### config.mk
export PLATFORM = sky130hd
export DESIGN_NAME = fetchCounter
export DESIGN_NICKNAME = d
export VERILOG_FILES = /design/src/imemPkg.sv /design/src/fetchCounter.sv
export SDC_FILE = /design/constraint.sdc
export NUM_CORES = 1
export LEC_CHECK = 0
export BUFFER_PORTS_ARGS = -buffer_cell sky130_fd_sc_hd__buf_4
export CAP_MARGIN = 20
export CORE_ASPECT_RATIO = 1.2
export CORE_MARGIN = 2
export CORE_UTILIZATION = 50
export DETAILED_ROUTE_END_ITERATION = 16
export GPL_ROUTABILITY_DRIVEN = 0
export PLACE_DENSITY = 0.84
export SLEW_MARGIN = 0
export SYNTH_ARGS = -nofsm -noshare
export SYNTH_HDL_FRONTEND = slang
export SYNTH_SLANG_ARGS = --single-unit
### constraint.sdc
create_clock -name i_clock -period 6 [get_ports i_clock]
set_clock_uncertainty 0.15 [all_clocks]
set_input_delay 1.2 -clock i_clock [delete_from_list [all_inputs] [get_ports i_clock]]
set_output_delay 1.2 -clock i_clock [all_outputs]
set_load 0.05 [all_outputs]
### src/imemPkg.sv
package imemPkg;

    // Memory geometry
    localparam int MEM_DEPTH = 512;     // Instruction words
    localparam int PTR_W = 10;          // Holds 0..512, one more bit than the index
    localparam int DATA_W = 32;         // Instruction and bus word
    localparam int AXI_ADDR_W = 4;      // Debug register window

    // Opcodes seen by the predecoder, bits 31:26
    localparam logic [5:0] OP_BEQ = 6'd4;
    localparam logic [5:0] OP_BNE = 6'd5;
    localparam logic [5:0] OP_J = 6'd2;
    localparam logic [5:0] OP_JAL = 6'd3;

    // Debug register byte offsets
    localparam logic [AXI_ADDR_W-1:0] REG_CTRL = 4'h0;   // W: bit0 start, bit1 clear
    localparam logic [AXI_ADDR_W-1:0] REG_INSTR = 4'h4;  // W: append at pointer
    localparam logic [AXI_ADDR_W-1:0] REG_STATUS = 4'h8; // R: flags and count
    localparam logic [AXI_ADDR_W-1:0] REG_PC = 4'hC;     // R: current PC

    // AXI response codes
    localparam logic [1:0] RESP_OKAY = 2'b00;
    localparam logic [1:0] RESP_SLVERR = 2'b10;

    // Run control states
    typedef enum logic [1:0] {
        StIdle = 2'd0,  // Loading or cleared
        StRun = 2'd1,   // Fetching
        StDone = 2'd2   // End of program reached
    } RunState;

endpackage

### src/fetchCounter.sv
`timescale 1ns/100ps

module fetchCounter (
    input  logic                         i_clock,
    input  logic                         i_rst,
    input  logic                         i_restart,
    input  logic                         i_advance,
    input  logic                         i_isJump,
    input  logic [imemPkg::DATA_W-1:0]   i_jumpTarget,
    output logic [imemPkg::DATA_W-1:0]   o_pc,
    output logic [imemPkg::DATA_W-3:0]   o_pcWordIndex
);

    logic [imemPkg::DATA_W-1:0] pcPlus4;

    assign pcPlus4 = o_pc + 32'd4;

    // Restart beats advance, otherwise hold
    always_ff @(posedge i_clock) begin
        if (i_rst) begin
            o_pc <= '0;
        end else if (i_restart) begin
            o_pc <= '0;
        end else if (i_advance) begin
            o_pc <= i_isJump ? i_jumpTarget : pcPlus4; // No delay slot
        end
    end

    assign o_pcWordIndex = o_pc[imemPkg::DATA_W-1:2]; // Drop byte offset

    aPcAligned: assert property (@(posedge i_clock) disable iff (i_rst)
        o_pc[1:0] == 2'b00)
        else $error("PC not word aligned");

endmodule

# --- Yosys cells after proc, flatten, opt, wreduce, memory -nomap -nowiden ---
# Index checks and enable logic that the tools add are counted.
classes:
  reduce_logical: 1
  n_mux: 1
  n_addsub: 1
op_table:
  columns: ["operator", "n"]
  rows:
  - ["32-bit by 3-bit adder with 32-bit output, second input constant", 1]
  - ["32-bit two-way mux", 1]
  - ["2-bit OR reduction", 1]
totals:
  out_inout_bits: 62
  reg_bits: 32
  input_bits: 37
  wordCells: 4

# --- Depth between registers and ports, before layout ---
logic_depth:
  ltp_word: 2
  mapped_depth: 7
  depth_no_buf: 6

# --- Least setup slack after synthesis ---
# OpenSTA, ideal clock, no wires.
synth_path:
  path_kind: "input to register"
  from: "input port i_restart"
  to: "register o_pc[28] (netlist name)"
  stages: 5
  t_required_ps: 5771
  path_buffers: 0
  t_arrival_ps: 2271
  slack_ps: 3500
  setup_time_ps: 79
  path_cell_list: "nor2_1 > nand2_1 > or3_1 > or3_1 > o211ai_1"
synth_between:
  elab_chain_len: 1
synth_lines:
  columns: ["item", "line", "text"]
  rows:
  - ["from (decl)", "fetchCounter.sv:6", "input logic i_restart,"]
  - ["2-bit OR reduction (no source line)", null, null]
  - ["to (signal assigned)", "fetchCounter.sv:25", "o_pc <= i_isJump ? i_jumpTarget : pcPlus4;"]
  - ["to (decl)", "fetchCounter.sv:10", "output logic [imemPkg::DATA_W-1:0] o_pc,"]
# No other way between the ends.
# A chain may end at the register's enable or synchronous reset.

# --- Worst setup path after layout ---
layout_path:
  from: "input port i_isJump"
  to: "register o_pc[29] (netlist name)"
layout_between:
  elab_chain_len: 1
layout_lines:
  columns: ["item", "line", "text"]
  rows:
  - ["from (decl)", "fetchCounter.sv:8", "input logic i_isJump,"]
  - ["32-bit two-way mux", "fetchCounter.sv:25", null]
# No other way between the ends.

==> reports/summary.txt <==
status: completed
CORE AREA: 4290 um^2
post-route ant nets: 0
total CTS buffers: 5
synth warn: 0
switch share: 31.3%
Max Cap Viol: 0
share of layout cells above drive strength 1: 35.0%
initial DRC count: 285
placed insts: 394
Total GRT Usage: 25.9%
via count: 2441
clock root buffer: clkbuf_8
Startpoint Class: input pin
Worst Tran Pin Value: 970 ps
Req. time, crit path: 6070 ps
grt total ovfl: 0
P_sw: 0.175 mW
largest registers: o_pc x32
Initial Util: 52.3%
Seq pwr share: 40.9%
TNS Setup: 0 ps
Cells on Worst Hold Path: 2
number of global-route vias before repair: 2217
first-pass GRT wire length: 10.5 mm
final hold viol count: 0
Power Dens Cells: 195 nW/um^2
Skew-Pair Late Insertion Delay: 290 ps
main flop type after synthesis: dfxtp_1
Hold Path Class: reg -> reg
CP endpoint kind: flop
max reg flops: 32
Max Clock Freq: 312 MHz
Int Power: 0.384 mW
final setup vio count: 0
CTS tree: yes
Tcrit/Tclk final: 53.4%
post-synthesis sequential area ratio: 28.5%
cells on worst reg2reg path: 6
dpl cell area: 2750 um^2
Mapped Avg Cell Area: 7.80 um^2
post-synthesis async set-or-reset flop share: 0%
Vias per Instance: 6.07
hold slack: 356 ps
Synth Instances: 288
largest area contributor in the netlist: dfxtp_1
Syn Nets: 326
Row Count: 26
Reg with most FFs: o_pc
die width: 65.2 um
Max FO, Critical Path: 48
number of diodes: 0
die area: 5050 um^2
worst rel slew slack: 35.1%
Initial DRT Pass Iterations: 5
die height: 77.4 um
hold-fix buffers at CTS: 0
drc violations: 0
Synth top area share: 28.5%
nets: 383
Critical Path AT: 3280 ps
Clock power frac: 37.8%
Reg clk slew, reported paths: 70 ps
leakage: 1.27 nW
kind of critical path: in -> reg
Mapped Area: 2250 um^2
antenna violations before repair: 0
fillers: 400
maximum VDD drop: 0.116 mV
post-CTS setup buffers: 0
Routed WL per cell: 16.1 um
dominant cells by area after synthesis: dfxtp_1 (29%), buf_4 (10%), o21ai_0 (5.1%)
total wire length: 6.48 mm
Yosys reg bits: 32
Comb power frac: 21.3%
CTS max path bufs: 2
io pins: 99
RSZ-0062 raised after global routing: no
H-tree levels: 2
Max Slew Vio Count: 0
Non-Filler Instances: 402
minimum clock period: 3200 ps
number of synthesized flops with an enable pin: 0
Synth-to-Final Area Change: 27.5%
Resized Gates After CTS: 0
synth unique cells: 51
Design Area, Final: 2860 um^2
largest net degree at the start of global routing: 49
HPWL Detailed: 4.41 mm
CTS sink cnt: 32
IO buf count: 98
-- per-stage QoR --
stage	utilization, %	total power [mW]	worst slack, ps
final	66.7	0.559	2800
after global routing	66.7	0.577	2630
after CTS	66.7	0.560	2860
after detailed placement	64.1	0.352	2560
after global placement	64.1	0.350	2660
after floorplan	-	0.315	3500
-- layer usage --
| metal | track usage (%) | routed length (um) | vias to the layer above |
|---|---|---|---|
| met4 | 10.8 | 99 | 0 |
| met5 | 0 | 0 | - |
| li1 | - | - | 1158 |
| met1 | 31.6 | 2610 | 1146 |
| met2 | 43.1 | 3250 | 127 |
| met3 | 6.38 | 517 | 10 |
-- worst paths after layout --
| path | start | end | slack (ps) |
|---|---|---|---|
| max reg2reg | o_pc[2] | o_pc[18] | 3440 |
| min | o_pc[1] | o_pc[1] | 360 |
| min reg2reg | o_pc[1] | o_pc[1] | 360 |
| max | i_isJump | o_pc[29] | 2800 |
-- placed cells by master, fill, tap and decap left out, types with 2 or more instances in the layout --
cell      netlist  layout
buf_4          30      98
dfxtp_1        32      32
nor2_1         29      29
o21ai_0        23      23
a21oi_1        18      18
nand2_1        17      17
nand3_1        12      12
a22oi_1        10      10
and3_1          8       8
nand4_1         8       8
mux2i_1         8       8
a211oi_1        6       6
a32o_1          6       6
inv_1           5       5
nor3_1          5       5
clkbuf_8        0       5
o211ai_1        4       4
or3_1           4       4
a31oi_1         4       4
a22o_1          4       4
o31ai_1         3       3
or2_2           2       2
nand4_4         2       2
nand3_2         2       2
o22ai_1         2       2
nor2b_1         2       2
and3_2          2       2
-- layout make-up --
cell class / count / area [um^2] / share of cell area [%]
clock inverters: 3 / 42.5 / 1.49
multi-input cells: 203 / 1290 / 45.0
flip-flops and latches: 32 / 641 / 22.4
clock buffers: 5 / 68.8 / 2.40
well taps: 56 / 70.1 / 2.45
repair buffers: 98 / 736 / 25.7
inverters: 5 / 18.8 / 0.655
-- cells in the mapped netlist, types with 3 or more instances --
cell,instances
a31oi_1,4
o21ai_0,23
o211ai_1,4
dfxtp_1,32
mux2i_1,8
a21oi_1,18
nor2_1,29
clkbuf_1,14
buf_1,3
nand3_1,12
or3_1,4
a22oi_1,10
and3_1,8
nor3_1,5
inv_1,5
a32o_1,6
nand4_1,8
a211oi_1,6
nand2_1,17
o31ai_1,3
buf_4,30
a22o_1,4
-- cell families after synthesis --
group | Yosys count | share of synthesized area [%]
AND/OR/NAND/NOR | 104 | 26.4
adder cells (fa/ha/maj) | 1 | 0.557
multiplexers | 8 | 3.56
buffers and inverters | 53 | 14.2
AO/OA/AOI/OAI | 90 | 26.8
flip-flops | 32 | 28.5
-- critical path: stages --
cell and delay [ps]:
buf_4 380, inv_1 400, nor2_1 840, a21boi_0 250, o211ai_2 180
-- power groups by stage --
stage | combinational, mW | sequential [mW] | clock [mW]
floorplan | 0.0644 | 0.251 | 0
global placement | 0.117 | 0.233 | 0
detailed placement | 0.119 | 0.233 | 0
CTS | 0.119 | 0.229 | 0.212
global route | 0.127 | 0.230 | 0.220
finish | 0.119 | 0.229 | 0.211
No activity file was read; power rests on OpenSTA's default activity.
