===== src/imemPkg.sv =====
package imemPkg;

    // Memory geometry
    localparam int MEM_DEPTH = 512;     // Instruction words
    localparam int PTR_W = 10;          // Holds 0..512, one more bit than the index
    localparam int DATA_W = 32;         // Instruction and bus word
    localparam int AXI_ADDR_W = 4;      // Debug register window

    // Opcodes seen by the predecoder, bits 31:26
    localparam logic [5:0] OP_BEQ = 6'd4;
    localparam logic [5:0] OP_BNE = 6'd5;
    localparam logic [5:0] OP_J = 6'd2;
    localparam logic [5:0] OP_JAL = 6'd3;

    // Debug register byte offsets
    localparam logic [AXI_ADDR_W-1:0] REG_CTRL = 4'h0;   // W: bit0 start, bit1 clear
    localparam logic [AXI_ADDR_W-1:0] REG_INSTR = 4'h4;  // W: append at pointer
    localparam logic [AXI_ADDR_W-1:0] REG_STATUS = 4'h8; // R: flags and count
    localparam logic [AXI_ADDR_W-1:0] REG_PC = 4'hC;     // R: current PC

    // AXI response codes
    localparam logic [1:0] RESP_OKAY = 2'b00;
    localparam logic [1:0] RESP_SLVERR = 2'b10;

    // Run control states
    typedef enum logic [1:0] {
        StIdle = 2'd0,  // Loading or cleared
        StRun = 2'd1,   // Fetching
        StDone = 2'd2   // End of program reached
    } RunState;

endpackage


===== src/axiLiteRegs.sv =====
`timescale 1ns/100ps

module axiLiteRegs (
    input  logic                              i_clock,
    input  logic                              i_rst,
    // Write address and data
    input  logic [imemPkg::AXI_ADDR_W-1:0]    i_awaddr,
    input  logic                              i_awvalid,
    output logic                              o_awready,
    input  logic [imemPkg::DATA_W-1:0]        i_wdata,
    input  logic                              i_wvalid,
    output logic                              o_wready,
    // Write response
    output logic [1:0]                        o_bresp,
    output logic                              o_bvalid,
    input  logic                              i_bready,
    // Read address and data
    input  logic [imemPkg::AXI_ADDR_W-1:0]    i_araddr,
    input  logic                              i_arvalid,
    output logic                              o_arready,
    output logic [imemPkg::DATA_W-1:0]        o_rdata,
    output logic [1:0]                        o_rresp,
    output logic                              o_rvalid,
    input  logic                              i_rready,
    // Status levels from the core
    input  logic                              i_running,
    input  logic                              i_done,
    input  logic                              i_full,
    input  logic                              i_empty,
    input  logic [imemPkg::PTR_W-1:0]         i_count,
    input  logic [imemPkg::DATA_W-1:0]        i_pc,
    // Strobes to the core
    output logic                              o_loadStrobe,
    output logic [imemPkg::DATA_W-1:0]        o_loadData,
    output logic                              o_startStrobe,
    output logic                              o_clearStrobe
);

    logic wrReady;      // Shared AW/W ready
    logic wrAccept;     // AW and W taken this cycle
    logic rdAccept;     // AR taken this cycle
    logic isCtrl;
    logic isInstr;
    logic instrErr;     // Append refused
    logic [imemPkg::DATA_W-1:0] statusWord;

    assign o_awready = wrReady;
    assign o_wready = wrReady;
    assign wrAccept = wrReady && i_awvalid && i_wvalid;
    assign rdAccept = o_arready && i_arvalid;

    assign isCtrl = (i_awaddr == imemPkg::REG_CTRL);
    assign isInstr = (i_awaddr == imemPkg::REG_INSTR);
    assign instrErr = i_running || i_full;  // No append while fetching or full

    // Strobes fire in the accept cycle
    assign o_loadStrobe = wrAccept && isInstr && !instrErr;
    assign o_loadData = i_wdata;
    assign o_clearStrobe = wrAccept && isCtrl && i_wdata[1];
    assign o_startStrobe = wrAccept && isCtrl && i_wdata[0] && !i_wdata[1]; // Clear wins

    // Count in 25:16 and flags in 3:0
    assign statusWord = {6'b0, i_count, 12'b0, i_done, i_running, i_full, i_empty};

    // Ready only when both channels present and no response pending
    always_ff @(posedge i_clock) begin
        if (i_rst) begin
            wrReady <= 1'b0;
        end else begin
            wrReady <= !wrReady && i_awvalid && i_wvalid && !o_bvalid;
        end
    end

    always_ff @(posedge i_clock) begin
        if (i_rst) begin
            o_bvalid <= 1'b0;
        end else if (wrAccept) begin
            o_bvalid <= 1'b1;
        end else if (i_bready) begin
            o_bvalid <= 1'b0;   // Response taken
        end
    end

    always_ff @(posedge i_clock) begin
        if (wrAccept) begin
            if (isCtrl) o_bresp <= imemPkg::RESP_OKAY;
            else if (isInstr) o_bresp <= instrErr ? imemPkg::RESP_SLVERR : imemPkg::RESP_OKAY;
            else o_bresp <= imemPkg::RESP_SLVERR; // Read-only or unmapped
        end
    end

    always_ff @(posedge i_clock) begin
        if (i_rst) begin
            o_arready <= 1'b0;
            o_rvalid <= 1'b0;
        end else begin
            o_arready <= !o_arready && i_arvalid && !o_rvalid;
            if (rdAccept) o_rvalid <= 1'b1;
            else if (i_rready) o_rvalid <= 1'b0;
        end
    end

    // Read data captured at accept
    always_ff @(posedge i_clock) begin
        if (rdAccept) begin
            case (i_araddr)
                imemPkg::REG_STATUS: begin
                    o_rdata <= statusWord;
                    o_rresp <= imemPkg::RESP_OKAY;
                end
                imemPkg::REG_PC: begin
                    o_rdata <= i_pc;
                    o_rresp <= imemPkg::RESP_OKAY;
                end
                default: begin
                    o_rdata <= '0;
                    o_rresp <= imemPkg::RESP_SLVERR;
                end
            endcase
        end
    end

endmodule


===== config.mk =====
export PLATFORM = sky130hd
export DESIGN_NAME = axiLiteRegs
export DESIGN_NICKNAME = d
export VERILOG_FILES = /design/src/imemPkg.sv /design/src/axiLiteRegs.sv
export SDC_FILE = /design/constraint.sdc
export NUM_CORES = 1
export LEC_CHECK = 0
export BUFFER_PORTS_ARGS = -buffer_cell sky130_fd_sc_hd__buf_2
export CAP_MARGIN = 20
export CORE_MARGIN = 1.5
export CORE_UTILIZATION = 40
export CTS_CLUSTER_DIAMETER = 80
export CTS_CLUSTER_SIZE = 10
export DETAILED_ROUTE_END_ITERATION = 10
export PLACE_DENSITY = 0.85
export SETUP_SLACK_MARGIN = 0.2
export SLEW_MARGIN = 10
export SYNTH_ARGS = -nofsm -noshare
export SYNTH_HDL_FRONTEND = slang
export SYNTH_SLANG_ARGS = --single-unit

===== constraint.sdc =====
create_clock -name i_clock -period 2.6 [get_ports i_clock]
set_input_delay 0.13 -clock i_clock [delete_from_list [all_inputs] [get_ports i_clock]]
set_output_delay 0.13 -clock i_clock [all_outputs]
set_load 0.03 [all_outputs]

## Word level (Yosys, flattened, before mapping)

Cells that the tools add are included.
W data, S select, Z words.

| storage, ports and cells | value |
|---|---|
| bits in registers | 40 |
| latch bits | 0 |
| RAM bits | 0 |
| bits in read-only memories | 0 |
| bits of input ports | 93 |
| output and inout port bits | 76 |
| word-level logic and storage cells | 46 |
| memories kept | 0 |

| operators by class | value |
|---|---|
| $add $sub $neg | 0 |
| multipliers | 0 |
| div/mod/pow operators | 0 |
| magnitude comparators | 0 |
| equality and inequality tests | 3 |
| shift-type cells | 0 |
| multiplexer cells | 8 |
| bitwise logic cells | 1 |
| reductions and logical operators | 26 |

Operators by type and width:

| kind | number |
|---|---|
| $pmux W32 S2 | 1 |
| $logic_and A1 B1 Y1 | 14 |
| $eq A4 B4 Y1 const B | 2 |
| $logic_not A1 Y1 | 6 |
| $mux W2 | 3 |
| $eq A4 B3 Y1 const B | 1 |
| $logic_not A4 Y1 | 1 |
| $mux W1 | 4 |
| $reduce_bool A2 Y1 | 2 |
| $reduce_or A2 Y1 | 2 |
| $logic_or A1 B1 Y1 | 1 |
| $not A1 Y1 | 1 |

## Logic depth before layout (Yosys ltp)

Gate-level depths: netlist (run 1).

| logic depth | value |
|---|---|
| depth in word-level cells | 5 |
| mapped depth | 4 |
| mapped depth without buffers | 3 |

## Worst setup path after synthesis (run 1)

OpenSTA, ideal clock, no wires.

| timing | value |
|---|---|
| path kind | register to register |
| start point | register o_arready |
| end point | register o_rdata[0] (netlist bit) (enable) |
| data arrival time | 1.284 ns |
| required time | 2.212 ns |
| slack | 0.928 ns |
| cell stages (with the launch flop) | 3 |
| path buffers | 0 |
| clock period less this slack | 1.672 ns |
| path through | dfxtp_1 nand2_1 inv_1 |

| on the way | value |
|---|---|
| longest elaborated chain between the ends | 1 |

RTL lines:

| what | line | text |
|---|---|---|
| start: declaration | axiLiteRegs.sv:20 | `output logic o_arready,` |
| start signal: assignment | axiLiteRegs.sv:97 | `o_arready <= !o_arready && i_arvalid && !o_rvalid;` |
| $logic_and A1 B1 Y1 | axiLiteRegs.sv:50 | `assign rdAccept = o_arready && i_arvalid;` |
| named net rdAccept | axiLiteRegs.sv:41 | `logic rdAccept;` |
| end signal: assignment | axiLiteRegs.sv:108 | `o_rdata <= statusWord;` |
| end signal: assignment | axiLiteRegs.sv:112 | `o_rdata <= i_pc;` |
| end: declaration | axiLiteRegs.sv:21 | `output logic [imemPkg::DATA_W-1:0] o_rdata,` |

The timed path passes the listed nets, and every way through them passes these cells.
A chain may end at the register's enable or synchronous reset.

## Final worst setup path (run 1)

| timing | value |
|---|---|
| start point | register wrReady, in the netlist o_awready |
| end point | output o_startStrobe |

| on the way | value |
|---|---|
| longest elaborated chain between the ends | 5 |

RTL lines:

| what | line | text |
|---|---|---|
| start: declaration | axiLiteRegs.sv:39 | `logic wrReady;` |
| start signal: assignment | axiLiteRegs.sv:70 | `wrReady <= !wrReady && i_awvalid && i_wvalid && !o_bvalid;` |
| $logic_and A1 B1 Y1 (2 in a row) | axiLiteRegs.sv:49 | `assign wrAccept = wrReady && i_awvalid && i_wvalid;` |
| named net wrAccept | axiLiteRegs.sv:40 | `logic wrAccept;` |
| $logic_and A1 B1 Y1 (3 in a row) | axiLiteRegs.sv:60 | `assign o_startStrobe = wrAccept && isCtrl && i_wdata[0] && !i_wdata[1];` |
| end: declaration | axiLiteRegs.sv:35 | `output logic o_startStrobe,` |

The timed path passes the listed nets, and every way through them passes these cells.

==> results summary, run 1 <==
The run finished with clean final reports. The effective utilization at floorplan is a little over two fifths. The minimum setup slack among reg-to-reg paths came out at roughly 1.4 ns. STA classifies the critical path startpoint as a flop. The count of final max-slew check failures is 0. The worst hold path begins at i_rst. Counting instances in the post-synthesis netlist gives the leading cell types as 36 x buf_4, 34 x edfxtp_1, 15 x nor2_1, 14 x mux2i_1, 10 x and3_1. The count of unique library cells instantiated by Yosys came out at 25. The count of input and output buffers came out at approximately 110. The share of flip-flops with an asynchronous set or reset after synthesis is 0%. The via-per-instance ratio is around 4.8. The pin count of the biggest net entering global routing came out at 34.

The transition at the pin with the smallest max-transition slack came out at between 0.6 and 0.7 ns. Along the worst hold path, the cell count comes to 2. In this run, synthesis inferred 34 flip-flops with an integrated enable. The initial antenna violation count is 0. The routed length per placed instance came out at between 15 and 20 µm. The clock tree synthesis step divided the H-tree into 2 levels. The top-area cell type share of the netlist area came out at a little over half.

The number of global-route vias before repair came out at around 1200. The warning count from the yosys run is 0. TritonCTS built the clock tree.

In this run the worst path has a maximum fanout of 4. The worst hold path terminates at o_rvalid$_SDFFE_PP0P_. The headroom to the max-slew limit is roughly three fifths. Across the routed clock network, the largest skew measured is 0.00330 ns. The dominant register cell in the synthesized netlist is edfxtp_1. The clock passes through at most 2 buffers. Power spread over the standard cell area amounts to about 610 nW/µm². For this design the static power due to leakage is 1.18 nW. The max-cap violation count is 0. The number of rows in the core area is 24. The count of nets left with antenna violations once routing finished came out at 0. The portion of the clock cycle consumed by the worst path in the final layout is between 50 and 60%. The number of vias in the routed layout is 1306. The mapped cell area came out at between 1500 and 2000 µm². Cells with a size suffix above 1 make up roughly 56% of the layout. On the final layout, the worst hold slack is between 0.04 and 0.05 ns. After legalization and detailed placement, the total HPWL measured 3330 µm. For the worst setup path, the data arrival time is 1.29 ns. The final critical path time including I/O delays and setup is ~1.4 ns.

The number of setup buffers added after CTS is 0. The sink count of the clock tree is 38. In this run, the number of DRC markers left after iteration 0 of detailed routing was between 90 and 100.

The endpoint identified for the worst register-to-register timing path is o_rdata[1]$_DFFE_PP_. The hold buffer count at CTS is 0. The post-cts gate resize count is 0. The worst vdd rail ir drop came out at around 0.19 mV. The reg-to-reg critical path startpoint is o_arready$_SDFF_PP0_. After layout, the design draws a total of about 1.4 mW. The sum of overflow across all layers after global routing came out at 0. The register clock-pin slew on the reported worst setup and hold paths is ~0.07 ns.

The hold violation count in the final report is 0. The number of nets in the layout came out at 314. The clock root buffer master is clkbuf_8. The flip-flop and latch count after synthesis is 38. The path class of the tightest hold or removal check is input pin to flop. The area added between synthesis and finish came out at 23.6%. The biggest area consumer among synthesized cells is edfxtp_1. The die covers around 5100 µm². The floorplan step set the die width to between 70 and 80 µm.

The gate count after technology mapping is around 150. The top-level I/O count came out at 169. The maximum clock rate is about 710 MHz.

The first detailed-routing pass ran for 4 iterations. The later-pin clock latency in the skew report came out at 0.29 ns. The total negative slack came out at 0 ns. STA classifies the critical path endpoint as an output pin.

By instance count, the leading cell after synthesis is buf_4. Setup repair after global routing left no endpoint under its margin. The total clock buffers created by CTS is 5. The wire length of the first global-routing pass came out at ~6100 µm. The launch point of the worst path is o_awready$_SDFF_PP0_. The worst setup path is of the flop to output pin kind. The worst reg2reg path depth is 3. The congestion estimate from routability-driven global placement came to between 0.7 and 0.8. The share of the Yosys chip area taken by registers is about three fifths. After synthesis, the cell types taking the most area are edfxtp_1 55%, buf_4 15%, mux2i_1 7.5%. The average cell area after synthesis is approximately 13 µm².

The required time at the worst-slack endpoint came out at approximately 2.5 ns. The total core area is approximately 4400 µm². The worst-case setup slack after placement is between 1 and 1.5 ns.

The overall global routing resource usage is about 16%. Setup violations remaining at the end of the flow were counted as 0. From bottom edge to top edge, the die measures 71.2 µm. The final-layout fill cell count is just under 400.

The post-route worst setup slack is 1.18 ns. The number of antenna diodes in the final layout is 0. The routed wire length came out at between 4000 and 5000 µm. The remaining routing DRC violations came out at 0.
-- how the worst max path moves through the flow --
stage	to	cells past startpoint
floorplan	o_rdata[0]$_DFFE_PP_	2
global placement	o_rresp[1]$_DFFE_PP_	3
detailed placement	o_rresp[1]$_DFFE_PP_	3
CTS	o_startStrobe	4
global route	o_startStrobe	4
finish	o_startStrobe	4
-- logic make-up (layout without fill, tap and decap cells) --
family                 after synthesis  after routing  share of synthesized area [%]
and+or+nand+nor                     47             47                           15.1
buffers and inverters               44            118                           17.1
DFF                                 38             38                           59.2
muxes                               14             14                           7.53
AOI/OAI and AO/OA                    3              3                          0.807
other                                1              2                          0.202
-- cells in the final DEF, fill, tap and decap left out, types with 2 or more instances in the layout --
cell and n:
a21oi_1 2, and3_1 10, and3_2 8, and4b_1 2, buf_2 106, bufinv_16 2
clkbuf_8 5, conb_1 2, dfxtp_1 4, edfxtp_1 34, inv_1 2, mux2i_1 14
nand2_1 3, nand2b_1 2, nor2_1 15
-- state kept, by name, indices dropped and copies added, names as in the netlist --
register and flops:
o_rdata 32, o_awready 1, o_bresp 1, o_rresp 1, o_arready 1, o_bvalid 1
o_rvalid 1
-- per-stage QoR --
stage | cells | instance area (µm²) | util, %
global route | 274 | 2300 | 52.1
detailed placement | 266 | 2160 | 49.0
CTS | 274 | 2300 | 52.1
global placement | 266 | 2160 | 49.0
floorplan | 148 | 1860 | -
finish | 274 | 2300 | 52.1
-- area by class of cell --
cell class | count | area, µm² | share of cell area [%]
timing repair buffer | 107 | 538 | 23.4
tap | 52 | 65.1 | 2.83
inverter | 3 | 13.8 | 0.598
clock inverter | 3 | 68.8 | 2.99
sequential | 38 | 1100 | 47.9
clock buffer | 5 | 68.8 | 2.99
multi-input combinational | 66 | 444 | 19.3
-- per-layer routing --
| metal | track usage, % | vias to the layer above | part of all wire (%) |
|---|---|---|---|
| met3 | 6.55 | 10 | 12 |
| li1 | - | 626 | - |
| met4 | 6.92 | 0 | 2.2 |
| met1 | 15.7 | 584 | 32 |
| met5 | 0 | - | 0 |
| met2 | 29.0 | 86 | 54 |
-- power breakdown --
part	total [mW]	switching [mW]	internal [mW]
logic	0.141	0.0797	0.0609
clock network	0.596	0.211	0.384
registers	0.677	0.00343	0.673
total	1.41	0.295	1.12
-- critical path, stage by stage, from the launching register on --
cell and delay [ns]:
dfxtp_1 0.37, nand3_1 0.11, inv_1 0.12, and4b_1 0.20, buf_2 0.20
Power figures use the tool's default switching activity.
==> run 2: changes to the inputs <==
CORE_UTILIZATION = 34   (was 40)
PLACE_DENSITY = 0.77   (was 0.85)
clock period = 1.3 ns   (was 2.6 ns; I/O delays follow)
==> results summary, run 2 (synthesized netlist as in run 1, its figures left out) <==
The library cells used most frequently in the layout, excluding fill and tap cells, are 103 x buf_2, 34 x edfxtp_1, 15 x nor2_1. The number of nets still failing antenna checks after routing is 0. Setup repair after global routing could not meet its margin everywhere.

The effective utilization at floorplan is between 30 and 40%. The half-perimeter wire length of the detailed placement result is between 3000 and 4000 µm. The hold violation count in the final report came to 0. The region available for standard cell placement spans approximately 5200 µm². For this run, the post-layout net count is roughly 330.

The count of final max-slew check failures is 0. Setup violations remaining at the end of the flow were counted as 0. The pin count of the biggest net entering global routing came out at 28.

The register with the most flip-flops in the layout has 32 of them. The sink count of the clock tree came out at 38. The number of rows in the core area came out at 26. CTS placed an instance of clkbuf_8 at the clock tree root. In this run the worst path has a maximum fanout of 4.

The H-tree was split into 2 levels. The first global-routing pass estimated between 6000 and 7000 µm of wire. The portion of the clock cycle consumed by the worst path in the final layout came out at roughly nine tenths. Input and output buffers added on the ports amount to between 100 and 150. The initial antenna violation count came out at 0. STA classifies the critical path startpoint as a flop. For this block, the initial DRC count from the detailed router was 33. The sum of overflow across all layers after global routing is 0. The total cell area at the placement stage is 2230 µm². More flip-flops sit in one register than any other, and that register is o_rdata. The total negative slack is 0 ns. The required time at the worst-slack endpoint came out at between 1 and 1.5 ns. The routed design has between 4000 and 5000 µm of wire. The routed layout has 1345 vias. The flow ran to the end, and the final reports show no timing, DRC or antenna violations.

The maximum clock rate is approximately 850 MHz. The later-pin clock latency in the skew report is between 0.2 and 0.3 ns. The number of global-route vias before repair came out at approximately 1300. The leakage power of the design came out at between 1 and 1.5 nW. The worst clock skew on the final layout came out at 0.00164 ns. The via-per-instance ratio is around 4.4. The type of the most critical hold path is input pin to flop. The congestion estimate from routability-driven global placement came to around 0.68. For this run, design rule violations remaining after detail routing come to 0. With fillers left out, the area of the finished cells amounts to 2430 µm². The max-cap violation count came out at 0. After clock tree synthesis, the clock-pin slew on the worst setup and hold paths is 0.07 ns. Data on the critical path arrives at its endpoint at 1.12 ns. The top-level I/O count is 169. For this run, the detailed router's first-pass iteration total came to 3. The number of antenna diodes in the final layout is 0.

The final-layout fill cell count is 512. The final critical path time including I/O delays and setup is around 1.2 ns. From left edge to right edge, the die measures 77.0 µm.

The share of cells above drive strength 1 came out at about three fifths. The overall global routing resource usage is around 14%. After detailed routing, the average wire length per cell comes to around 14 µm.

The worst vdd rail ir drop is 0.368 mV. TritonCTS built the clock tree. The worst setup path is of the flop to output pin kind. The total clock buffers created by CTS came out at 5. The library cell used most frequently in the layout, excluding fill and tap cells, is buf_2. The buffer levels on the longest clock path is 2. The worst setup path is captured at an output pin.

The vertical extent of the die came out at 77.0 µm. The power density over cell area came out at around 1000 nW/µm². The area added between synthesis and finish came out at 30.4%. The die covers approximately 5900 µm².
## run 2: critical path, stage by stage, from the launching register on
cell,delay (ns)
dfxtp_2,0.34
nand3_2,0.07
inv_2,0.08
and4b_2,0.22
buf_6,0.13
## run 2: power by group
group          internal, mW  switching (mW)  total, mW
Sequential             1.35         0.00765       1.35
Combinational         0.144           0.168      0.312
Clock                 0.366           0.388      0.755
Total                  1.86           0.564       2.42
## run 2: worst paths after layout
path,from,endpoint,slack [ns],cells after the start
min reg2reg,o_rvalid$_SDFFE_PP0P_,o_arready$_SDFF_PP0_,0.45,1
max reg2reg,o_arready$_SDFF_PP0_,o_rdata[28]$_DFFE_PP_,0.24,3
max,o_awready$_SDFF_PP0_,o_clearStrobe,0.12,4
min,i_awvalid,o_awready$_SDFF_PP0_,0.01,3
## run 2: layout make-up
| cell class | instances | area (µm²) | share of cell area (%) |
|---|---|---|---|
| flip-flops and latches | 38 | 1110 | 45.6 |
| repair buffers | 118 | 672 | 27.7 |
| multi-input cells | 66 | 458 | 18.9 |
| well taps | 70 | 87.6 | 3.61 |
| clock buffers | 5 | 68.8 | 2.84 |
| inverters | 3 | 17.5 | 0.722 |
| clock inverters | 3 | 16.3 | 0.670 |
## run 2: what timing repair did
item | CTS | global route
pin swaps | 2 | 1
hold buffers | 1 | 0
buffers inserted | 2 | 5
resized for setup | 8 | 0
cloned | 0 | 1
endpoints found under the hold margin | 4 | 0
endpoints found under the setup margin | 3 | 30
## run 2: layer usage
| layer | up-vias | GRT usage [%] | share of wire, % |
|---|---|---|---|
| met5 | - | 0 | 0 |
| li1 | 650 | - | - |
| met3 | 5 | 4.64 | 9.8 |
| met2 | 92 | 28.1 | 56 |
| met1 | 598 | 12.1 | 33 |
| met4 | 0 | 4.91 | 1.5 |
## run 2: per-stage QoR
| step | instances | worst slack, ns | total power, mW | hold WS, ns | util [%] |
|---|---|---|---|---|---|
| 4_1_cts | 297 | 0.106 | 2.44 | 0.00108 | 45.4 |
| 2_1_floorplan | 148 | 0.0275 | 1.72 | 0.133 | - |
| 3_3_place_gp | 286 | 0.236 | 1.67 | 0.130 | 42.8 |
| 3_5_place_dp | 286 | 0.176 | 1.68 | 0.130 | 42.8 |
| 6_report | 303 | 0.118 | 2.42 | 0.0117 | 46.6 |
| 5_1_grt | 303 | 0.0615 | 2.52 | 0.0141 | 46.6 |
