File: config.mk
export PLATFORM = sky130hd
export DESIGN_NAME = instPredecode
export DESIGN_NICKNAME = d
export VERILOG_FILES = /design/src/imemPkg.sv /design/src/instPredecode.sv
export SDC_FILE = /design/constraint.sdc
export NUM_CORES = 1
export LEC_CHECK = 0
export BUFFER_PORTS_ARGS = -buffer_cell sky130_fd_sc_hd__buf_2
export CAP_MARGIN = 20
export CORE_MARGIN = 3
export CORE_UTILIZATION = 24
export DETAILED_ROUTE_END_ITERATION = 7
export PLACE_DENSITY = 0.95
export SLEW_MARGIN = 20
export SYNTH_ARGS = -nofsm -noshare
export SYNTH_HDL_FRONTEND = slang
export SYNTH_SLANG_ARGS = --single-unit
export TNS_END_PERCENT = 30
File: constraint.sdc
create_clock -name vclk -period 1.8
set_input_delay 0.36 -clock vclk [all_inputs]
set_output_delay 0.36 -clock vclk [all_outputs]
set_load 0.005 [all_outputs]
File: src/imemPkg.sv
package imemPkg;

    // Memory geometry
    localparam int MEM_DEPTH = 512;     // Instruction words
    localparam int PTR_W = 10;          // Holds 0..512, one more bit than the index
    localparam int DATA_W = 32;         // Instruction and bus word
    localparam int AXI_ADDR_W = 4;      // Debug register window

    // Opcodes seen by the predecoder, bits 31:26
    localparam logic [5:0] OP_BEQ = 6'd4;
    localparam logic [5:0] OP_BNE = 6'd5;
    localparam logic [5:0] OP_J = 6'd2;
    localparam logic [5:0] OP_JAL = 6'd3;

    // Debug register byte offsets
    localparam logic [AXI_ADDR_W-1:0] REG_CTRL = 4'h0;   // W: bit0 start, bit1 clear
    localparam logic [AXI_ADDR_W-1:0] REG_INSTR = 4'h4;  // W: append at pointer
    localparam logic [AXI_ADDR_W-1:0] REG_STATUS = 4'h8; // R: flags and count
    localparam logic [AXI_ADDR_W-1:0] REG_PC = 4'hC;     // R: current PC

    // AXI response codes
    localparam logic [1:0] RESP_OKAY = 2'b00;
    localparam logic [1:0] RESP_SLVERR = 2'b10;

    // Run control states
    typedef enum logic [1:0] {
        StIdle = 2'd0,  // Loading or cleared
        StRun = 2'd1,   // Fetching
        StDone = 2'd2   // End of program reached
    } RunState;

endpackage

File: src/instPredecode.sv
`timescale 1ns/100ps

module instPredecode (
    input  logic [imemPkg::DATA_W-1:0] i_instruction,
    input  logic [imemPkg::DATA_W-1:0] i_pc,
    output logic                       o_isBranch,
    output logic                       o_isJump,
    output logic [imemPkg::DATA_W-1:0] o_jumpTarget
);

    logic [5:0] opcode;
    logic [imemPkg::DATA_W-1:0] pcPlus4;

    assign opcode = i_instruction[31:26];
    assign pcPlus4 = i_pc + 32'd4;

    // Both flags driven on every path
    always_comb begin
        o_isBranch = 1'b0;
        o_isJump = 1'b0;
        case (opcode)
            imemPkg::OP_BEQ,
            imemPkg::OP_BNE: o_isBranch = 1'b1;  // Condition resolved later
            imemPkg::OP_J,
            imemPkg::OP_JAL: o_isJump = 1'b1;
            default: ;
        endcase
    end

    // J-type: region of PC+4, index field times 4
    assign o_jumpTarget = {pcPlus4[31:28], i_instruction[25:0], 2'b00};

endmodule

=== Word-level counts from Yosys, hierarchy flattened ===
Index checks and enable logic that the tools add are counted.

* Output and inout bits: 34
* Word-level logic and storage cells: 9
* Input port bits: 64
* Flip-flop bits (word level): 0

* Mux-type cells: 2
* Eq/ne operators: 4
* Add/sub/neg operators: 1
* Reductions and logical operators: 2

{| class="wikitable"
|+ Operator list
! operator !! count
|-
| 32-bit by 3-bit adder with 32-bit output (second input constant) || 1
|-
| 6-bit by 2-bit equality test with 1-bit output (second input constant) || 2
|-
| 6-bit by 3-bit equality test with 1-bit output (second input constant) || 2
|-
| 2-bit OR reduction || 2
|-
| 1-bit 2-to-1 mux || 2
|}

=== Depth between registers and ports, before layout ===
Gate-level depths: netlist of the first run.

* Depth after elaboration: 3
* Gate-level depth with buffers: 4
* Depth with buffers taken out: 4

=== Worst setup path before layout of the first run ===
OpenSTA, ideal clock, no wires.

* Path type: input-to-output
* From: in i_pc[18] (netlist name)
* To: out o_jumpTarget[31] (netlist name)
* Required time: 1.440 ns
* Arrival time: 1.102 ns
* Setup slack: 0.338 ns
* Stages: 4
* Path buffers: 0
* Cell sequence: nand4_2 nor4_4 nand4_1 xnor2_1

* Word-level cells in the longest chain between the ends: 1

{| class="wikitable"
|+ RTL lines
! item !! RTL line !! RTL
|-
| from (decl) || instPredecode.sv:5 || <nowiki>input logic [imemPkg::DATA_W-1:0] i_pc,</nowiki>
|-
| 32-bit by 3-bit adder with 32-bit output || instPredecode.sv:15 || <nowiki>assign pcPlus4 = i_pc + 32'd4;</nowiki>
|-
| to (decl) || instPredecode.sv:8 || <nowiki>output logic [imemPkg::DATA_W-1:0] o_jumpTarget</nowiki>
|}

No other way between the ends.

=== Worst setup path after layout of the first run ===
Ends and elaborated chain as after synthesis.

==> results of run 1 <==
## repair_timing
| action | CTS | global route |
|---|---|---|
| hold buffers | 0 | 0 |
| resized for setup | 0 | 9 |
| endpoints found under the hold margin | 0 | 0 |
| setup endpoints to repair | 0 | 1 |
## power by group through the flow
stage | registers [mW] | clock network [mW] | logic (mW)
after floorplan | 0 | 0 | 0.0633
final | 0 | 0 | 0.0703
after global routing | 0 | 0 | 0.0773
after detailed placement | 0 | 0 | 0.0592
after CTS | 0 | 0 | 0.0594
after global placement | 0 | 0 | 0.0572
## cell families after synthesis
group,after synthesis
buffers and inverters,28
and+or+nand+nor,17
xor gates and xnor gates,4
other,1
## cell type report
type / instances / share of cell area
multi-input combinational: 23 / 0.404
tap: 15 / 0.0418
timing repair buffer: 41 / 0.554
## per-stage QoR
step | power, mW | std cells | setup slack, ps
floorplan | 0.0633 | 51 | 338
CTS | 0.0594 | 79 | 51.3
global placement | 0.0572 | 79 | 81.0
detailed placement | 0.0592 | 79 | 51.3
global route | 0.0773 | 79 | -29.9
finish | 0.0703 | 79 | 69.0
## cells in the mapped netlist
| cell type | number |
|---|---|
| sky130_fd_sc_hd__nand4_1 | 7 |
| sky130_fd_sc_hd__nor3b_1 | 2 |
| sky130_fd_sc_hd__buf_4 | 28 |
| sky130_fd_sc_hd__and2_1 | 1 |
| sky130_fd_sc_hd__nand2_1 | 1 |
| sky130_fd_sc_hd__nand4_2 | 1 |
| sky130_fd_sc_hd__conb_1 | 1 |
| sky130_fd_sc_hd__nand2_2 | 1 |
| sky130_fd_sc_hd__or3_1 | 1 |
| sky130_fd_sc_hd__nand3_1 | 1 |
| sky130_fd_sc_hd__xnor2_1 | 4 |
| sky130_fd_sc_hd__nor3_1 | 1 |
| sky130_fd_sc_hd__nor4_4 | 1 |
## routing by layer
layer  track usage  vias to the layer above  routed length (um)
met5             0                        -                   0
met4        0.0409                        0                  27
met3        0.0316                        8                 150
met2         0.162                       28                 540
met1        0.0488                      157                 243
li1              -                      170                   -
## path summary, 6_finish.rpt
check          endpoint  slack [ps]  cells past startpoint
max    o_jumpTarget[31]          70                      6
min    o_jumpTarget[10]         720                      0
==> results_tabular.tex, run 1 <==
\begin{tabular}{lr}
\hline
Metric & Value \\
\hline
\multicolumn{2}{l}{\textbf{Floorplanning}} \\
Die outline width & 45.5 um \\
Die area & 0.00207 sq mm \\
Area inside the core boundary & between 0.001 and 0.0015 sq mm \\
Row Count & 13 \\
Top-level I/O count & 98 \\
Starting density of the core & 0.271 \\
Die boundary height & $\sim$45 um \\
\multicolumn{2}{l}{\textbf{Hold path}} \\
Worst hold start & i\_instruction[8] \\
Type of the most critical hold path & in2out \\
\multicolumn{2}{l}{\textbf{Timing}} \\
Min cycle time layout & around 1700 ps \\
RSZ-0062 raised after global routing & yes \\
Total setup violations reported at the end of the flow & 0 \\
Total Neg Setup Slack & 0 ps \\
Highest attainable clock frequency & between 0.5 and 0.6 GHz \\
Number of hold violations in the final report & 0 \\
Tcrit/Tclk final & 0.962 \\
Final Hold Slack & 720 ps \\
Final slew viol count & 0 \\
\multicolumn{2}{l}{\textbf{Synth}} \\
Synth Warn \# & 0 \\
Multiplexer fraction of the synthesized cell area & 0 \\
Proportion of netlist area held by the largest area contributor & 0.562 \\
Post-Syn Instances & 50 \\
Syn\_area\_per\_cell & between 7 and 8 sq um \\
Adder-cell share of the synthesized area & 0 \\
Cell variety after synth & 13 \\
Share of the synthesized netlist area taken by xor and xnor gates & 0.0936 \\
Dominant combinational cell family by area after synthesis & buffers and inverters \\
Biggest area consumer among synthesized cells & sky130\_fd\_sc\_hd\_\_buf\_4 \\
Seq/Total Area, Yosys & 0 \\
Post-Synthesis Cell Area & about 370 sq um \\
Simple-gate portion of the synthesized area & 0.334 \\
Leading cell types by total area after synthesis & sky130\_fd\_sc\_hd\_\_buf\_4 (56\%), sky130\_fd\_sc\_hd\_\_nand4\_1 (12\%), sky130\_fd\_sc\_hd\_\_xnor2\_1 (9.4\%) \\
Complex-gate fraction of the synthesized area & 0 \\
\multicolumn{2}{l}{\textbf{Detailed routing}} \\
Remaining routing DRC violations & 0 \\
TritonRoute pass-1 iters & 1 \\
Total wire length after detailed routing & 961 um \\
Iteration-0 DRC Markers & 0 \\
Via count & 363 \\
Post-detailed-route count of antenna-violating nets & 0 \\
Average wire per cell in the routed design & 12.2 um \\
Routed vias/inst & between 4 and 5 \\
\multicolumn{2}{l}{\textbf{Worst setup path}} \\
Slowest stage delay, CP & between 300 and 400 ps \\
Required time at the endpoint of the critical path & 1440 ps \\
Data arrival, critical path & between 1000 and 1500 ps \\
Max FO, Critical Path & 4 \\
Total buffers and inverters traversed by the critical path & 2 \\
Worst setup path start & i\_pc[18] \\
Critical path capture point type & output port \\
CP Cell Sequence & buf\_6 > nand4\_4 > nor4\_4 > nand4\_1 > xnor2\_1 > buf\_2 \\
Worst path slowest cell & sky130\_fd\_sc\_hd\_\_nor4\_4 \\
Crit Path Class & in2out \\
CP startpoint kind & input port \\
Dominant delay contributor by cell family on the critical path & simple AND/OR/NAND/NOR gates \\
\multicolumn{2}{l}{\textbf{Global routing}} \\
Residual overflow from global routing & 0 \\
Vias in the first global route & approximately 330 \\
Aggregate global-route resource usage & 0.0753 \\
Global-route wire length before repair & roughly 1200 um \\
Number of antenna violations at the first check in global routing & 0 \\
Pin count of the biggest net entering global routing & 5 \\
\multicolumn{2}{l}{\textbf{Run}} \\
Count of maximum capacitance violations & 0 \\
\multicolumn{2}{l}{\textbf{Power}} \\
Comb pwr share & 1.000 \\
Static leakage & $\sim$0.22 nW \\
Peak ir drop on the vdd network & around 0.05 mV \\
Register share of total power & 0 \\
Switch share & 0.338 \\
Cell Int Power & between 40 and 50 uW \\
Net switching power & between 20 and 25 uW \\
Cell area power density & between 150 and 200 mW/mm\^{}2 \\
Fraction of power consumed by the clock network & 0 \\
\multicolumn{2}{l}{\textbf{Finish}} \\
Share of layout cells above drive strength 1 & 0.703 \\
Area of all sequential standard cells & 0 sq um \\
Most frequent cells in the layout & sky130\_fd\_sc\_hd\_\_buf\_2 (34), sky130\_fd\_sc\_hd\_\_nand4\_1 (7), sky130\_fd\_sc\_hd\_\_buf\_6 (7) \\
Clock Buffer Count & 0 \\
Util after Layout & 0.325 \\
Net count reported at finish & between 100 and 150 \\
Area of the multi-input gates & 181 sq um \\
Most frequent standard cell in the layout excluding fill and tap cells & sky130\_fd\_sc\_hd\_\_buf\_2 \\
Total inserted antenna cells & 0 \\
Sequential cell count & 0 \\
Fill cells & 151 \\
Layout area overhead & 20.1\% \\
Total non-filler cell area in the finished layout & 449 sq um \\
\multicolumn{2}{l}{\textbf{Outcome}} \\
Result of the run & complete, no violations \\
\multicolumn{2}{l}{\textbf{Clock network}} \\
Post-CTS setup buffers & 0 \\
\multicolumn{2}{l}{\textbf{Placement}} \\
Total of buffers placed on input and output ports & 41 \\
DPL Wire Length & 870 um \\
Post-placement cell area & 392 sq um \\
Global placement routability congestion & 0.629 \\
\hline
\end{tabular}
No activity file was read; power rests on OpenSTA's default activity.
==> inputs of run 2 (changes only) <==
- BUFFER_PORTS_ARGS: -buffer_cell sky130_fd_sc_hd__buf_2 -> default
- CORE_AREA: default -> 3 3 40 42
- CORE_MARGIN: 3 -> default
- CORE_UTILIZATION: 24 -> default
- DIE_AREA: default -> 0 0 43 45
- DONT_BUFFER_PORTS: default -> 1
- PLACE_DENSITY: 0.95 -> 0.5
- clock period: 1.8 -> 1.9 ns (I/O delays scaled with it)
==> results_tabular.tex, run 2 (same netlist as run 1, synthesis figures left out) <==
\begin{tabular}{lr}
\hline
Metric & Value \\
\hline
\multicolumn{2}{l}{\textbf{Timing}} \\
Min cycle time layout & $\sim$1600 ps \\
Highest attainable clock frequency & about 0.61 GHz \\
Tcrit/Tclk final & 0.863 \\
Worst Setup Slack, final & 260 ps (+191 ps) \\
Final slew viol count & 0 (unchanged) \\
Number of hold violations in the final report & 0 (unchanged) \\
Total Neg Setup Slack & 0 ps (unchanged) \\
RSZ-0062 raised after global routing & no \\
Total setup violations reported at the end of the flow & 0 (unchanged) \\
\multicolumn{2}{l}{\textbf{Global routing}} \\
Number of antenna violations at the first check in global routing & 0 (unchanged) \\
Residual overflow from global routing & 0 (unchanged) \\
Met1 track demand over resource in global routing & 0.0381 (-0.0107) \\
Met3 track utilization from global routing & 0.0159 (-0.0157) \\
Global-route wire length before repair & 779 um (-37\%) \\
Vias in the first global route & 211 (-35\%) \\
Peak-usage layer in the global routing report & met2 \\
Met2 layer usage reported by global route & 0.102 (-0.0598) \\
Aggregate global-route resource usage & 0.0514 (-0.0239) \\
Pin count of the biggest net entering global routing & 5 (unchanged) \\
\multicolumn{2}{l}{\textbf{Worst setup path}} \\
Worst path slowest cell & sky130\_fd\_sc\_hd\_\_nor3\_1 \\
Max FO, Critical Path & 4 (unchanged) \\
Data arrival, critical path & 1260 ps (-110 ps) \\
Total buffers and inverters traversed by the critical path & 0 (-2) \\
Worst setup path start & i\_pc[4] \\
Slowest stage delay, CP & 420 ps (+50 ps) \\
CP Cell Sequence & nand4\_1 > nor3\_1 > nand4\_1 > xnor2\_1 \\
Critical path capture point type & output port \\
Crit path top cell by count & sky130\_fd\_sc\_hd\_\_nand4\_1 \\
Crit Path Class & in2out \\
CP startpoint kind & input port \\
Required time at the endpoint of the critical path & 1520 ps (+80 ps) \\
Dominant delay contributor by cell family on the critical path & simple AND/OR/NAND/NOR gates \\
\multicolumn{2}{l}{\textbf{Detailed routing}} \\
Post-detailed-route count of antenna-violating nets & 0 (unchanged) \\
Average wire per cell in the routed design & 18.5 um (+52\%) \\
Via count & 216 (-40\%) \\
Routed vias/inst & 5.68 (+24\%) \\
TritonRoute pass-1 iters & 1 (unchanged) \\
Remaining routing DRC violations & 0 (unchanged) \\
Iteration-0 DRC Markers & 0 (unchanged) \\
Total wire length after detailed routing & 703 um (-27\%) \\
\multicolumn{2}{l}{\textbf{Power}} \\
Peak ir drop on the vdd network & 0.0117 mV (-76\%) \\
Cell area power density & 72.4 mW/mm\^{}2 (-54\%) \\
Static leakage & 0.0446 nW (-80\%) \\
\multicolumn{2}{l}{\textbf{Finish}} \\
Net count reported at finish & 89 (-32\%) \\
Non-filler instance count after layout & 38 (-52\%) \\
Layout area overhead & -50.2\% \\
Sequential cell count & 0 (unchanged) \\
Area of all sequential standard cells & 0 sq um (unchanged) \\
Clock Buffer Count & 0 (unchanged) \\
Most frequent cells in the layout & sky130\_fd\_sc\_hd\_\_nand4\_1 (7), sky130\_fd\_sc\_hd\_\_xnor2\_1 (4), sky130\_fd\_sc\_hd\_\_nor3b\_1 (2), sky130\_fd\_sc\_hd\_\_conb\_1 (2) \\
Share of layout cells above drive strength 1 & 0.130 (-0.573) \\
Most frequent standard cell in the layout excluding fill and tap cells & sky130\_fd\_sc\_hd\_\_nand4\_1 \\
Total inserted antenna cells & 0 (unchanged) \\
\multicolumn{2}{l}{\textbf{Placement}} \\
Total of buffers placed on input and output ports & 0 (-100\%) \\
Global placement routability congestion & 0.537 (-15\%) \\
\# placed instances & 38 (-52\%) \\
Worst-case setup slack after placement & 246 ps (+194 ps) \\
\multicolumn{2}{l}{\textbf{Run}} \\
Count of maximum capacitance violations & 0 (unchanged) \\
\multicolumn{2}{l}{\textbf{Hold path}} \\
Type of the most critical hold path & in2out \\
Worst hold start & i\_instruction[8] \\
\multicolumn{2}{l}{\textbf{Floorplanning}} \\
Die boundary height & 45 um (-1.1\%) \\
Die area & 0.00194 sq mm (-6.5\%) \\
Row Count & 13 (unchanged) \\
Top-level I/O count & 98 (unchanged) \\
Area inside the core boundary & 0.00128 sq mm (-7.1\%) \\
Starting density of the core & 0.291 (+0.0206) \\
Die outline width & 43 um (-5.5\%) \\
\multicolumn{2}{l}{\textbf{Clock network}} \\
Hold\_buf cts & 0 (unchanged) \\
Gates resized, CTS repair & 0 (unchanged) \\
Post-CTS setup buffers & 0 (unchanged) \\
\multicolumn{2}{l}{\textbf{Outcome}} \\
Result of the run & complete, no violations \\
\hline
\end{tabular}
[run 2: cell count changes in the layout (fill, tap and decap cells not counted)]
cell,change
sky130_fd_sc_hd__buf_6,-7
sky130_fd_sc_hd__nor3_1,+1
sky130_fd_sc_hd__nand4_4,-1
sky130_fd_sc_hd__buf_2,-34
sky130_fd_sc_hd__nand4_2,+1
sky130_fd_sc_hd__nor3_2,-1
[run 2: final timing paths]
path	cells past startpoint	to	slack [ps]
hold / removal	0	o_jumpTarget[10]	760
setup / recovery	4	o_jumpTarget[31]	260
[run 2: routing by layer]
metal	part of all wire	vias up
li1	-	88
met1	0.17	86
met2	0.51	34
met3	0.27	8
met4	0.046	0
met5	0	-
[run 2: area by class of cell]
class                           count  area [sq um]
Tap cell                           15          18.8
Multi-Input combinational cell     23           168
Fill cell                         151          1100
[run 2: power by group]
part           switching, mW  internal [mW]  total [mW]
clock network              0              0           0
registers                  0              0           0
logic                0.00650        0.00701      0.0135
total                0.00650        0.00701      0.0135
[run 2: per-stage QoR]
step           area, sq um  hold WS (ps)   util  power, mW
6_report               186           760  0.145     0.0135
2_1_floorplan          378           793      -     0.0600
3_3_place_gp           186           760  0.145     0.0137
3_5_place_dp           186           760  0.145     0.0138
5_1_grt                186           760  0.145     0.0152
4_1_cts                186           760  0.145     0.0138
==> inputs of run 3 (changes only) <==
- clock period: 1.9 -> 1.7 ns (I/O delays scaled with it)
==> results_tabular.tex, run 3 (same netlist as run 1, synthesis figures left out) <==
\begin{tabular}{lr}
\hline
Metric & Value \\
\hline
\multicolumn{2}{l}{\textbf{Outcome}} \\
Result of the run & complete, no violations \\
\multicolumn{2}{l}{\textbf{Detailed routing}} \\
TritonRoute pass-1 iters & 1 (unchanged) \\
Average wire per cell in the routed design & 17.8 um (-4.0\%) \\
Remaining routing DRC violations & 0 (unchanged) \\
Iteration-0 DRC Markers & 0 (unchanged) \\
Post-detailed-route count of antenna-violating nets & 0 (unchanged) \\
Routed vias/inst & 5.49 (-3.5\%) \\
Via count & 214 (-0.93\%) \\
Total wire length after detailed routing & 693 um (-1.4\%) \\
\multicolumn{2}{l}{\textbf{Timing}} \\
Min cycle time layout & around 1500 ps \\
Total setup violations reported at the end of the flow & 0 (unchanged) \\
Final slew viol count & 0 (unchanged) \\
RSZ-0062 raised after global routing & no \\
Final Hold Slack & 680 ps (-80.0 ps) \\
Tcrit/Tclk final & 0.883 \\
Total Neg Setup Slack & 0 ps (unchanged) \\
Highest attainable clock frequency & roughly 0.67 GHz \\
Number of hold violations in the final report & 0 (unchanged) \\
\multicolumn{2}{l}{\textbf{Worst setup path}} \\
Max FO, Critical Path & 4 (unchanged) \\
Data arrival, critical path & 1160 ps (-100 ps) \\
Critical path capture point type & output port \\
CP startpoint kind & input port \\
Required time at the endpoint of the critical path & 1360 ps (-160 ps) \\
Crit Path Class & in2out \\
\multicolumn{2}{l}{\textbf{Clock network}} \\
Post-CTS setup buffers & 0 (unchanged) \\
Hold\_buf cts & 0 (unchanged) \\
Gates resized, CTS repair & 0 (unchanged) \\
\multicolumn{2}{l}{\textbf{Global routing}} \\
Vias in the first global route & 190 (-10\%) \\
Global-route wire length before repair & 752 um (-3.5\%) \\
Residual overflow from global routing & 0 (unchanged) \\
Pin count of the biggest net entering global routing & 5 (unchanged) \\
Number of antenna violations at the first check in global routing & 0 (unchanged) \\
Aggregate global-route resource usage & 0.0498 (-0.00166) \\
\multicolumn{2}{l}{\textbf{Hold path}} \\
Type of the most critical hold path & in2out \\
\multicolumn{2}{l}{\textbf{Power}} \\
Final total power & 15.1 uW (+12\%) \\
Cell area power density & 77.9 mW/mm\^{}2 (+7.5\%) \\
Peak ir drop on the vdd network & 0.0126 mV (+7.7\%) \\
Static leakage & 0.0501 nW (+12\%) \\
\multicolumn{2}{l}{\textbf{Placement}} \\
Global placement routability congestion & 0.537 (about the same) \\
Total of buffers placed on input and output ports & 0 (unchanged) \\
\multicolumn{2}{l}{\textbf{Finish}} \\
Total inserted antenna cells & 0 (unchanged) \\
Area of all sequential standard cells & 0 sq um (unchanged) \\
Layout area overhead & -48.2\% \\
Clock Buffer Count & 0 (unchanged) \\
Net count reported at finish & 90 (+1.1\%) \\
Most frequent standard cell in the layout excluding fill and tap cells & sky130\_fd\_sc\_hd\_\_nand4\_1 \\
Share of layout cells above drive strength 1 & 0.167 (+0.0362) \\
Sequential cell count & 0 (unchanged) \\
Most frequent cells in the layout & sky130\_fd\_sc\_hd\_\_nand4\_1 (7), sky130\_fd\_sc\_hd\_\_xnor2\_1 (4), sky130\_fd\_sc\_hd\_\_nor3b\_1 (2), sky130\_fd\_sc\_hd\_\_conb\_1 (2) \\
\multicolumn{2}{l}{\textbf{Floorplanning}} \\
Starting density of the core & 0.291 (unchanged) \\
Die area & 0.00194 sq mm (unchanged) \\
Die outline width & 43 um (unchanged) \\
Top-level I/O count & 98 (unchanged) \\
Row Count & 13 (unchanged) \\
Die boundary height & 45 um (unchanged) \\
Area inside the core boundary & 0.00128 sq mm (unchanged) \\
\multicolumn{2}{l}{\textbf{Run}} \\
Count of maximum capacitance violations & 0 (unchanged) \\
\hline
\end{tabular}
## run 3: changes by cell type in the layout (fill, tap and decap cells not counted), sizes merged
cell and delta:
buf +1
## run 3: final timing paths
| path | cells after the start | end | from | slack [ps] |
|---|---|---|---|---|
| worst min-delay path | 0 | o_jumpTarget[10] | i_instruction[8] | 680 |
| worst max-delay path | 4 | o_jumpTarget[31] | i_pc[18] | 200 |
## run 3: final cells by class
class / count / area (sq um)
fillers: 153 / 1090
multi-input cells: 23 / 168
well taps: 15 / 18.8
repair buffers: 1 / 7.51
## run 3: worst max-delay path: stages
cell and delay, ps:
sky130_fd_sc_hd__nand4_2 110, sky130_fd_sc_hd__nor4_4 350, sky130_fd_sc_hd__nand4_1 170, sky130_fd_sc_hd__xnor2_1 200
## run 3: through the flow
step / cell area (sq um) / setup WS (ps) / util / std cells
finish: 194 / 198 / 0.151 / 39
global route: 194 / 111 / 0.151 / 39
CTS: 194 / 179 / 0.151 / 39
detailed placement: 194 / 179 / 0.151 / 39
global placement: 194 / 186 / 0.151 / 39
floorplan: 378 / 278 / - / 51
## run 3: where the power goes
part	internal, mW	leakage [nW]	switching (mW)	total [mW]
Combinational	0.00784	0.0501	0.00726	0.0151
Clock	0	0	0	0
Sequential	0	0	0	0
## run 3: per-layer routing
metal  global-route usage  vias up  wire length (um)
met5                    0        -                 0
met4               0.0482        0                32
met3               0.0159        8               200
met2               0.0928       34               342
met1               0.0405       82               117
li1                     -       90                 -
